===== config.mk =====
export PLATFORM = sky130hd
export DESIGN_NAME = uart_cmd_top
export DESIGN_NICKNAME = d
export VERILOG_FILES = /design/src/hdl/uart_cmd_pkg.sv /design/src/hdl/cmd_framer.sv /design/src/hdl/byte_fifo.sv /design/src/hdl/uart_tx.sv /design/src/hdl/uart_rx.sv /design/src/hdl/uart_cmd_top.sv
export SDC_FILE = /design/constraint.sdc
export NUM_CORES = 1
export LEC_CHECK = 0
export BUFFER_PORTS_ARGS = -buffer_cell sky130_fd_sc_hd__clkbuf_2
export CAP_MARGIN = 10
export CELL_PAD_IN_SITES_DETAIL_PLACEMENT = 0
export CELL_PAD_IN_SITES_GLOBAL_PLACEMENT = 1
export CORE_MARGIN = 5
export CORE_UTILIZATION = 36
export CTS_CLUSTER_SIZE = 12
export DETAILED_ROUTE_END_ITERATION = 8
export HOLD_SLACK_MARGIN = 0.06
export PLACE_DENSITY = 0.57
export SLEW_MARGIN = 20
export SYNTH_ARGS = -nofsm -noshare
export SYNTH_HDL_FRONTEND = slang
export SYNTH_SLANG_ARGS = --single-unit

===== constraint.sdc =====
create_clock -name clk -period 3.8 [get_ports clk]
set_clock_uncertainty 0.05 [all_clocks]
set_input_delay 0.38 -clock clk [delete_from_list [all_inputs] [get_ports clk]]
set_output_delay 0.38 -clock clk [all_outputs]
set_load 0.005 [all_outputs]

===== src/hdl/uart_cmd_pkg.sv =====
`default_nettype none

package uart_cmd_pkg;

  // Command word layout
  localparam int CMD_W  = 16;
  localparam int DATA_W = 8;
  localparam int ADDR_W = 7;
  localparam int WR_BIT = 15;                // 1 = write, 0 = read

  // Line timing, kept short for simulation
  localparam int BAUD_DIV   = 16;            // Clocks per bit time
  localparam int BAUD_CNT_W = 4;
  localparam int GAP_BITS   = 2;             // Idle bit times after each tx frame
  localparam int FRAME_BITS = 11;            // Start, 8 data, parity, stop
  localparam int BIT_CNT_W  = 4;

  // Byte buffer between framer and transmitter
  localparam int FIFO_DEPTH = 4;
  localparam int FIFO_AW    = 2;
  localparam int CNT_W      = FIFO_AW + 1;   // Holds 0 to FIFO_DEPTH

  localparam int ST_W = 2;

  // Framer states
  localparam logic [ST_W-1:0] FR_IDLE     = 2'd0;
  localparam logic [ST_W-1:0] FR_PUSH_LO  = 2'd1;
  localparam logic [ST_W-1:0] FR_WAIT_RSP = 2'd2;

  // Transmitter states
  localparam logic [ST_W-1:0] TX_IDLE  = 2'd0;
  localparam logic [ST_W-1:0] TX_FRAME = 2'd1;
  localparam logic [ST_W-1:0] TX_GAP   = 2'd2;

  // Receiver states
  localparam logic [ST_W-1:0] RX_IDLE  = 2'd0;
  localparam logic [ST_W-1:0] RX_START = 2'd1;
  localparam logic [ST_W-1:0] RX_DATA  = 2'd2;

endpackage

`default_nettype wire


===== src/hdl/cmd_framer.sv =====
`timescale 1ns/1ps
`default_nettype none

module cmd_framer import uart_cmd_pkg::*; (
  input  wire               clk,
  input  wire               rst_n,
  input  wire  [CMD_W-1:0]  cmd_in,
  input  wire               cmd_vld,
  input  wire  [CNT_W-1:0]  free_cnt,
  input  wire               rx_done,
  output wire               cmd_rdy,
  output logic              push,
  output logic [DATA_W-1:0] push_data
);

  logic [ST_W-1:0]   state;
  logic [DATA_W-1:0] cmd_lo;   // Low byte of a write, pushed second
  logic              accept;

  // Wait response doubles as the pending-read flag
  assign cmd_rdy = (state == FR_IDLE) && !push && (free_cnt >= CNT_W'(2));
  assign accept  = cmd_vld && cmd_rdy;

  always_ff @(posedge clk or negedge rst_n)
  begin
    if (!rst_n)
    begin
      state <= FR_IDLE;
      push  <= 1'b0;
    end
    else
    begin
      push <= 1'b0;
      case (state)
        FR_IDLE:
        begin
          if (accept)
          begin
            push  <= 1'b1;                 // High byte goes first
            state <= cmd_in[WR_BIT] ? FR_PUSH_LO : FR_WAIT_RSP;
          end
        end
        FR_PUSH_LO:
        begin
          push  <= 1'b1;
          state <= FR_IDLE;
        end
        FR_WAIT_RSP:
        begin
          if (rx_done)
            state <= FR_IDLE;              // Reply byte is back
        end
        default:
          state <= FR_IDLE;
      endcase
    end
  end

  always_ff @(posedge clk)
  begin
    if (accept)
    begin
      cmd_lo    <= cmd_in[DATA_W-1:0];
      push_data <= {cmd_in[WR_BIT], cmd_in[WR_BIT-1 -: ADDR_W]};
    end
    else if (state == FR_PUSH_LO)
    begin
      push_data <= cmd_lo;
    end
  end

endmodule

`default_nettype wire


===== src/hdl/byte_fifo.sv =====
`timescale 1ns/1ps
`default_nettype none

module byte_fifo import uart_cmd_pkg::*; (
  input  wire               clk,
  input  wire               rst_n,
  input  wire               push,
  input  wire  [DATA_W-1:0] push_data,
  input  wire               pop,
  output logic [DATA_W-1:0] head_data,
  output logic              empty,
  output wire  [CNT_W-1:0]  free_cnt
);

  logic [DATA_W-1:0]  mem [FIFO_DEPTH];
  logic [FIFO_AW-1:0] wr_ptr;
  logic [FIFO_AW-1:0] rd_ptr;
  logic [CNT_W-1:0]   count;

  assign free_cnt = CNT_W'(FIFO_DEPTH) - count;

  always_ff @(posedge clk or negedge rst_n)
  begin
    if (!rst_n)
    begin
      wr_ptr <= '0;
      rd_ptr <= '0;
      count  <= '0;
      empty  <= 1'b1;
    end
    else
    begin
      if (push)
        wr_ptr <= wr_ptr + 1'b1;          // Wraps with the depth
      if (pop)
        rd_ptr <= rd_ptr + 1'b1;
      case ({push, pop})
        2'b10:   count <= count + 1'b1;
        2'b01:   count <= count - 1'b1;
        default: count <= count;
      endcase
      // Head is refetched for one cycle after a pop
      empty <= pop ? 1'b1 : (count == '0);
    end
  end

  always_ff @(posedge clk)
  begin
    if (push)
      mem[wr_ptr] <= push_data;
    head_data <= mem[rd_ptr];              // Follows empty by construction
  end

endmodule

`default_nettype wire


===== src/hdl/uart_tx.sv =====
`timescale 1ns/1ps
`default_nettype none

module uart_tx import uart_cmd_pkg::*; (
  input  wire              clk,
  input  wire              rst_n,
  input  wire              empty,
  input  wire [DATA_W-1:0] head_data,
  output wire              pop,
  output logic             tx,
  output wire              tx_busy
);

  logic [ST_W-1:0]       state;
  logic [BAUD_CNT_W-1:0] baud_cnt;
  logic [BIT_CNT_W-1:0]  bit_idx;
  logic [DATA_W+1:0]     shift;    // Stop, parity, data still to go
  logic                  bit_end;

  assign pop     = (state == TX_IDLE) && !empty;
  assign tx_busy = (state != TX_IDLE);
  assign bit_end = (baud_cnt == BAUD_CNT_W'(BAUD_DIV - 1));

  always_ff @(posedge clk or negedge rst_n)
  begin
    if (!rst_n)
    begin
      state    <= TX_IDLE;
      baud_cnt <= '0;
      bit_idx  <= '0;
      tx       <= 1'b1;
    end
    else
    begin
      case (state)
        TX_IDLE:
        begin
          if (pop)
          begin
            state    <= TX_FRAME;
            baud_cnt <= '0;
            bit_idx  <= '0;
            tx       <= 1'b0;              // Start bit
          end
        end
        TX_FRAME:
        begin
          baud_cnt <= baud_cnt + 1'b1;
          if (bit_end)
          begin
            baud_cnt <= '0;
            if (bit_idx == BIT_CNT_W'(FRAME_BITS - 1))
            begin
              state   <= TX_GAP;
              bit_idx <= '0;
              tx      <= 1'b1;
            end
            else
            begin
              bit_idx <= bit_idx + 1'b1;
              tx      <= shift[0];
            end
          end
        end
        TX_GAP:
        begin
          baud_cnt <= baud_cnt + 1'b1;
          if (bit_end)
          begin
            baud_cnt <= '0;
            if (bit_idx == BIT_CNT_W'(GAP_BITS - 1))
              state <= TX_IDLE;
            else
              bit_idx <= bit_idx + 1'b1;
          end
        end
        default:
          state <= TX_IDLE;
      endcase
    end
  end

  always_ff @(posedge clk)
  begin
    if (pop)
      shift <= {1'b1, ^head_data, head_data};    // Even parity
    else if ((state == TX_FRAME) && bit_end)
      shift <= {1'b1, shift[DATA_W+1:1]};
  end

endmodule

`default_nettype wire


===== src/hdl/uart_rx.sv =====
`timescale 1ns/1ps
`default_nettype none

module uart_rx import uart_cmd_pkg::*; (
  input  wire               clk,
  input  wire               rst_n,
  input  wire               rx,
  output logic              rx_done,
  output logic [DATA_W-1:0] rx_data,
  output logic              rx_err
);

  logic                  rx_meta;
  logic                  rx_sync;
  logic                  rx_prev;
  logic [ST_W-1:0]       state;
  logic [BAUD_CNT_W-1:0] baud_cnt;
  logic [BIT_CNT_W-1:0]  bit_idx;
  logic [DATA_W:0]       shreg;     // Parity and data, LSB first
  logic                  fall;
  logic                  half_end;
  logic                  bit_end;
  logic                  sample;
  logic                  last_bit;

  assign fall     = rx_prev && !rx_sync;
  assign half_end = (baud_cnt == BAUD_CNT_W'(BAUD_DIV / 2 - 1));
  assign bit_end  = (baud_cnt == BAUD_CNT_W'(BAUD_DIV - 1));
  assign sample   = (state == RX_DATA) && bit_end;
  assign last_bit = (bit_idx == BIT_CNT_W'(FRAME_BITS - 2));   // Stop bit

  always_ff @(posedge clk or negedge rst_n)
  begin
    if (!rst_n)
    begin
      rx_meta <= 1'b1;
      rx_sync <= 1'b1;
      rx_prev <= 1'b1;
    end
    else
    begin
      rx_meta <= rx;
      rx_sync <= rx_meta;
      rx_prev <= rx_sync;
    end
  end

  always_ff @(posedge clk or negedge rst_n)
  begin
    if (!rst_n)
    begin
      state    <= RX_IDLE;
      baud_cnt <= '0;
      bit_idx  <= '0;
      rx_done  <= 1'b0;
      rx_err   <= 1'b0;
    end
    else
    begin
      rx_done <= 1'b0;
      case (state)
        RX_IDLE:
        begin
          if (fall)
          begin
            state    <= RX_START;
            baud_cnt <= '0;
          end
        end
        RX_START:
        begin
          baud_cnt <= baud_cnt + 1'b1;
          if (half_end)
          begin
            baud_cnt <= '0;
            bit_idx  <= '0;
            state    <= rx_sync ? RX_IDLE : RX_DATA;   // Glitch goes back to idle
          end
        end
        RX_DATA:
        begin
          baud_cnt <= baud_cnt + 1'b1;
          if (bit_end)
          begin
            baud_cnt <= '0;
            if (last_bit)
            begin
              state   <= RX_IDLE;
              rx_done <= 1'b1;
              rx_err  <= (^shreg) || !rx_sync;
            end
            else
            begin
              bit_idx <= bit_idx + 1'b1;
            end
          end
        end
        default:
          state <= RX_IDLE;
      endcase
    end
  end

  always_ff @(posedge clk)
  begin
    if (sample && !last_bit)
      shreg <= {rx_sync, shreg[DATA_W:1]};
    if (sample && last_bit)
      rx_data <= shreg[DATA_W-1:0];
  end

endmodule

`default_nettype wire


===== src/hdl/uart_cmd_top.sv =====
`timescale 1ns/1ps
`default_nettype none

module uart_cmd_top import uart_cmd_pkg::*; (
  input  wire              clk,
  input  wire              rst_n,
  input  wire [CMD_W-1:0]  cmd_in,
  input  wire              cmd_vld,
  output wire              cmd_rdy,
  input  wire              rx,
  output wire              tx,
  output wire [DATA_W-1:0] read_data,
  output wire              read_rdy,
  output wire              read_err
);

  wire              push;
  wire [DATA_W-1:0] push_data;
  wire [CNT_W-1:0]  free_cnt;
  wire              empty;
  wire [DATA_W-1:0] head_data;
  wire              pop;
  wire              tx_busy;     // Frame plus gap in progress
  wire              rx_done;
  wire [DATA_W-1:0] rx_data;
  wire              rx_err;

  cmd_framer u_framer (
    .clk       (clk),
    .rst_n     (rst_n),
    .cmd_in    (cmd_in),
    .cmd_vld   (cmd_vld),
    .free_cnt  (free_cnt),
    .rx_done   (rx_done),
    .cmd_rdy   (cmd_rdy),
    .push      (push),
    .push_data (push_data)
  );

  byte_fifo u_fifo (
    .clk       (clk),
    .rst_n     (rst_n),
    .push      (push),
    .push_data (push_data),
    .pop       (pop),
    .head_data (head_data),
    .empty     (empty),
    .free_cnt  (free_cnt)
  );

  uart_tx u_tx (
    .clk       (clk),
    .rst_n     (rst_n),
    .empty     (empty),
    .head_data (head_data),
    .pop       (pop),
    .tx        (tx),
    .tx_busy   (tx_busy)
  );

  uart_rx u_rx (
    .clk       (clk),
    .rst_n     (rst_n),
    .rx        (rx),
    .rx_done   (rx_done),
    .rx_data   (rx_data),
    .rx_err    (rx_err)
  );

  assign read_data = rx_data;
  assign read_rdy  = rx_done;
  assign read_err  = rx_err;

endmodule

`default_nettype wire


==> flow_metrics.py <==
metrics = {
    "run_status": {
        "outcome": "finished clean",
    },
    "placed_design": {
        "placed_cells": 562,
        "dpl.hpwl_um": 5640,
        "port_buffers": 31,
        "place_ws_ps": 1110,
        "place_congestion": 0.687,
    },
    "clock_network": {
        "cts_sinks": 119,
        "cts-root-buf": "clkbuf_16",
        "post_cts_buffers": 0,
        "cts_tree": "done",
        "clk_pin_slew_ps": 60,
        "clk_latency_ps": 410,
        "clockBufferDepth": 2,
        "cts.htree.levels": 4,
        "cts_buffers": 17,
    },
    "cells_and_area": {
        "final_common_cell": "edfxtp_1",
        "fin_nets": 447,
        "area_growth_pct": 19.1,
        "drive_gt1_share_pct": 23.9,
        "fin_cells": 595,
        "mostFrequentLayoutCells": "edfxtp_1, nand2_1, dfrtp_1",
        "antenna_cells": 0,
    },
    "timing": {
        "setup_slack_ps": 1150,
        "hold_violations": 0,
        "relSlewSlack_pct": 39.1,
        "setup_tns_ps": 0,
        "rsz0062_at_grt": "no",
        "min_period_ps": 2650,
        "setup_viol": 0,
        "period_share_pct": 69.8,
        "fmax_ghz": 0.377,
        "tightest_slew_ps": 913,
        "maxSlewViolCount": 0,
    },
    "setup_path": {
        "crit_arrival_ps": 2690,
        "cp_max_fo": 10,
        "crit_path_end_kind": "register",
        "start_kind": "register",
        "cp_data_required_time_ps": 3840,
        "crit_type": "register to register",
    },
    "floorplan": {
        "die_y_um": 129,
        "fp.dieW_um": 129,
        "core_mm2": 0.0138,
        "start_util_pct": 36.6,
        "io-pin-count": 32,
        "rows": 43,
        "die_area_mm2": 0.0165,
    },
    "synth": {
        "ys_warn_count": 0,
        "syn-num-nets": 401,
        "avgSynthCellArea_um2": 14.2,
        "synthArstFlopShare_pct": 31.1,
        "syn_area_mm2": 0.00506,
        "synth_seq_cells": 119,
        "seq_area_frac_synth_pct": 65.6,
        "ys_types": 51,
        "synthCells": 356,
        "synth-edff-count": 74,
        "ys.flop_type": "edfxtp_1",
    },
    "pwr": {
        "total_power_mw": 3.21,
        "p_seq_share_pct": 43.9,
        "p_int_mw": 2.45,
        "p_leak_nw": 2.47,
        "cellPowerDensity_mw_per_mm2": 534,
        "swShare_pct": 23.7,
        "max-vdd-ir-drop_mv": 0.320,
        "switching_power_mw": 0.760,
        "clkPwrFrac_pct": 49.4,
        "p_comb_share_pct": 6.7,
    },
    "route": {
        "via_per_inst": 4.66,
        "firstDrtPassIters": 6,
        "dr_total_vias": 2772,
        "routedWlPerCell_um": 13.9,
        "drt_iter0_markers": 148,
        "drcViolationCount": 0,
        "wirelength_um": 8240,
        "ant_nets": 0,
    },
    "grt": {
        "grt_usage_pct": 11.2,
        "antenna_found_initial": 0,
        "grt_pass1_vias": 2879,
        "grt_max_degree": 38,
        "grt_overflow": 0,
        "grt_pass1_wl_um": 14200,
    },
    "worst_hold_path": {
        "hold_class": "primary input to asynchronous set/reset pin",
    },
    "job": {
        "drv_cap": 0,
    },
}
-- cell usage after synthesis (2+ instances only) --
| master | number | area [um2] |
|---|---|---|
| buf_2 | 3 | 15.0 |
| edfxtp_1 | 74 | 2220 |
| nor3_1 | 2 | 10.0 |
| dfrtp_1 | 32 | 801 |
| nor2_1 | 11 | 41.3 |
| a22o_1 | 2 | 17.5 |
| nand3_1 | 9 | 45.0 |
| or4_1 | 2 | 15.0 |
| inv_1 | 23 | 86.3 |
| o21ai_0 | 18 | 90.1 |
| a21o_1 | 7 | 52.6 |
| xor2_1 | 3 | 26.3 |
| mux4_2 | 8 | 180 |
| or2_2 | 2 | 12.5 |
| ha_1 | 24 | 300 |
| and2_1 | 4 | 25.0 |
| mux2i_1 | 3 | 30.0 |
| o32ai_1 | 2 | 17.5 |
| o31ai_1 | 3 | 22.5 |
| nand2_1 | 46 | 173 |
| xnor2_1 | 18 | 158 |
| dfxtp_1 | 8 | 160 |
| dfstp_2 | 5 | 131 |
| a21oi_1 | 4 | 20.0 |
| clkbuf_1 | 3 | 11.3 |
| mux2_2 | 10 | 113 |
| nand2b_1 | 6 | 37.5 |
-- worst paths after layout --
kind / startpoint / to / slack, ps / cells after the start
min reg2reg: u_rx.rx_meta / u_rx.rx_sync / 310 / 0
min: rst_n / u_tx.baud_cnt[2] / 50 / 1
min in group clk: cmd_in[6] / u_framer.cmd_lo[6] / 90 / 1
max reg2reg: u_fifo.count[0] / u_framer.push_data[6] / 1150 / 7
max in group asynchronous: rst_n / u_rx.state[1] / 3070 / 1
max: u_fifo.count[0] / u_framer.push_data[6] / 1150 / 7
-- registers in the layout, summed over array words and instances, names as in the netlist, 2 cells and up --
register            count
u_fifo.wr_ptr           2
u_framer.state          2
u_tx.bit_idx            4
u_fifo.mem             32
u_fifo.head_data        8
u_rx.shreg              9
u_rx.state              2
u_fifo.rd_ptr           2
u_rx.baud_cnt           4
u_rx.rx_data            8
u_tx.baud_cnt           4
u_rx.bit_idx            4
u_framer.push_data      8
u_fifo.count            3
u_framer.cmd_lo         8
u_tx.shift              9
u_tx.state              2
-- area by class of cell --
class                           count  area, um2
Inverter                           23       86.3
Fill cell                        1275       7810
Clock inverter                     15        168
Clock buffer                       17        425
Sequential cell                   119       3310
Tap cell                          180        225
Timing Repair Buffer               33        173
Multi-Input combinational cell    208       1630
-- kinds of logic after synthesis --
group / share of synthesized area [%]
adder cells (fa/ha/maj): 6.34
XOR/XNOR: 3.64
AND/OR/NAND/NOR: 8.69
multiplexers: 6.38
flip-flops: 65.6
buffers and inverters: 2.23
AO/OA/AOI/OAI: 7.18
-- critical path: stages, from the launching register on --
cell and delay (ps):
dfrtp_1 350, inv_1 90, ha_1 210, ha_1 310, a2111oi_4 430, nand2_2 240
inv_1 340, a21o_1 310
-- what timing repair did --
item,CTS,global route
hold endpoints to repair,1,0
hold buffers,1,0
resized for setup,0,0
-- metrics by stage --
step	hold WS [ps]	area, um2	util (%)
global placement	297	5420	39.2
detailed placement	304	5420	39.2
floorplan	34.4	5060	-
CTS	62.2	6020	43.5
global route	67.0	6020	43.5
finish	49.9	6020	43.5
-- power by group through the flow --
stage	sequential, mW	combinational [mW]	clock (mW)
after floorplan	1.43	0.159	0
after global placement	1.44	0.216	0
after detailed placement	1.44	0.218	0
after CTS	1.41	0.222	1.64
after global routing	1.41	0.252	1.70
final	1.41	0.217	1.59
-- per-layer routing --
| layer | share of wire (%) | vias up | track usage, % |
|---|---|---|---|
| met5 | 0 | - | 0 |
| met4 | 1.9 | 0 | 5.44 |
| met3 | 3.4 | 14 | 4.52 |
| met2 | 46 | 37 | 16.3 |
| met1 | 49 | 1348 | 14.7 |
| li1 | - | 1373 | - |
No activity file was read; power rests on OpenSTA's default activity.
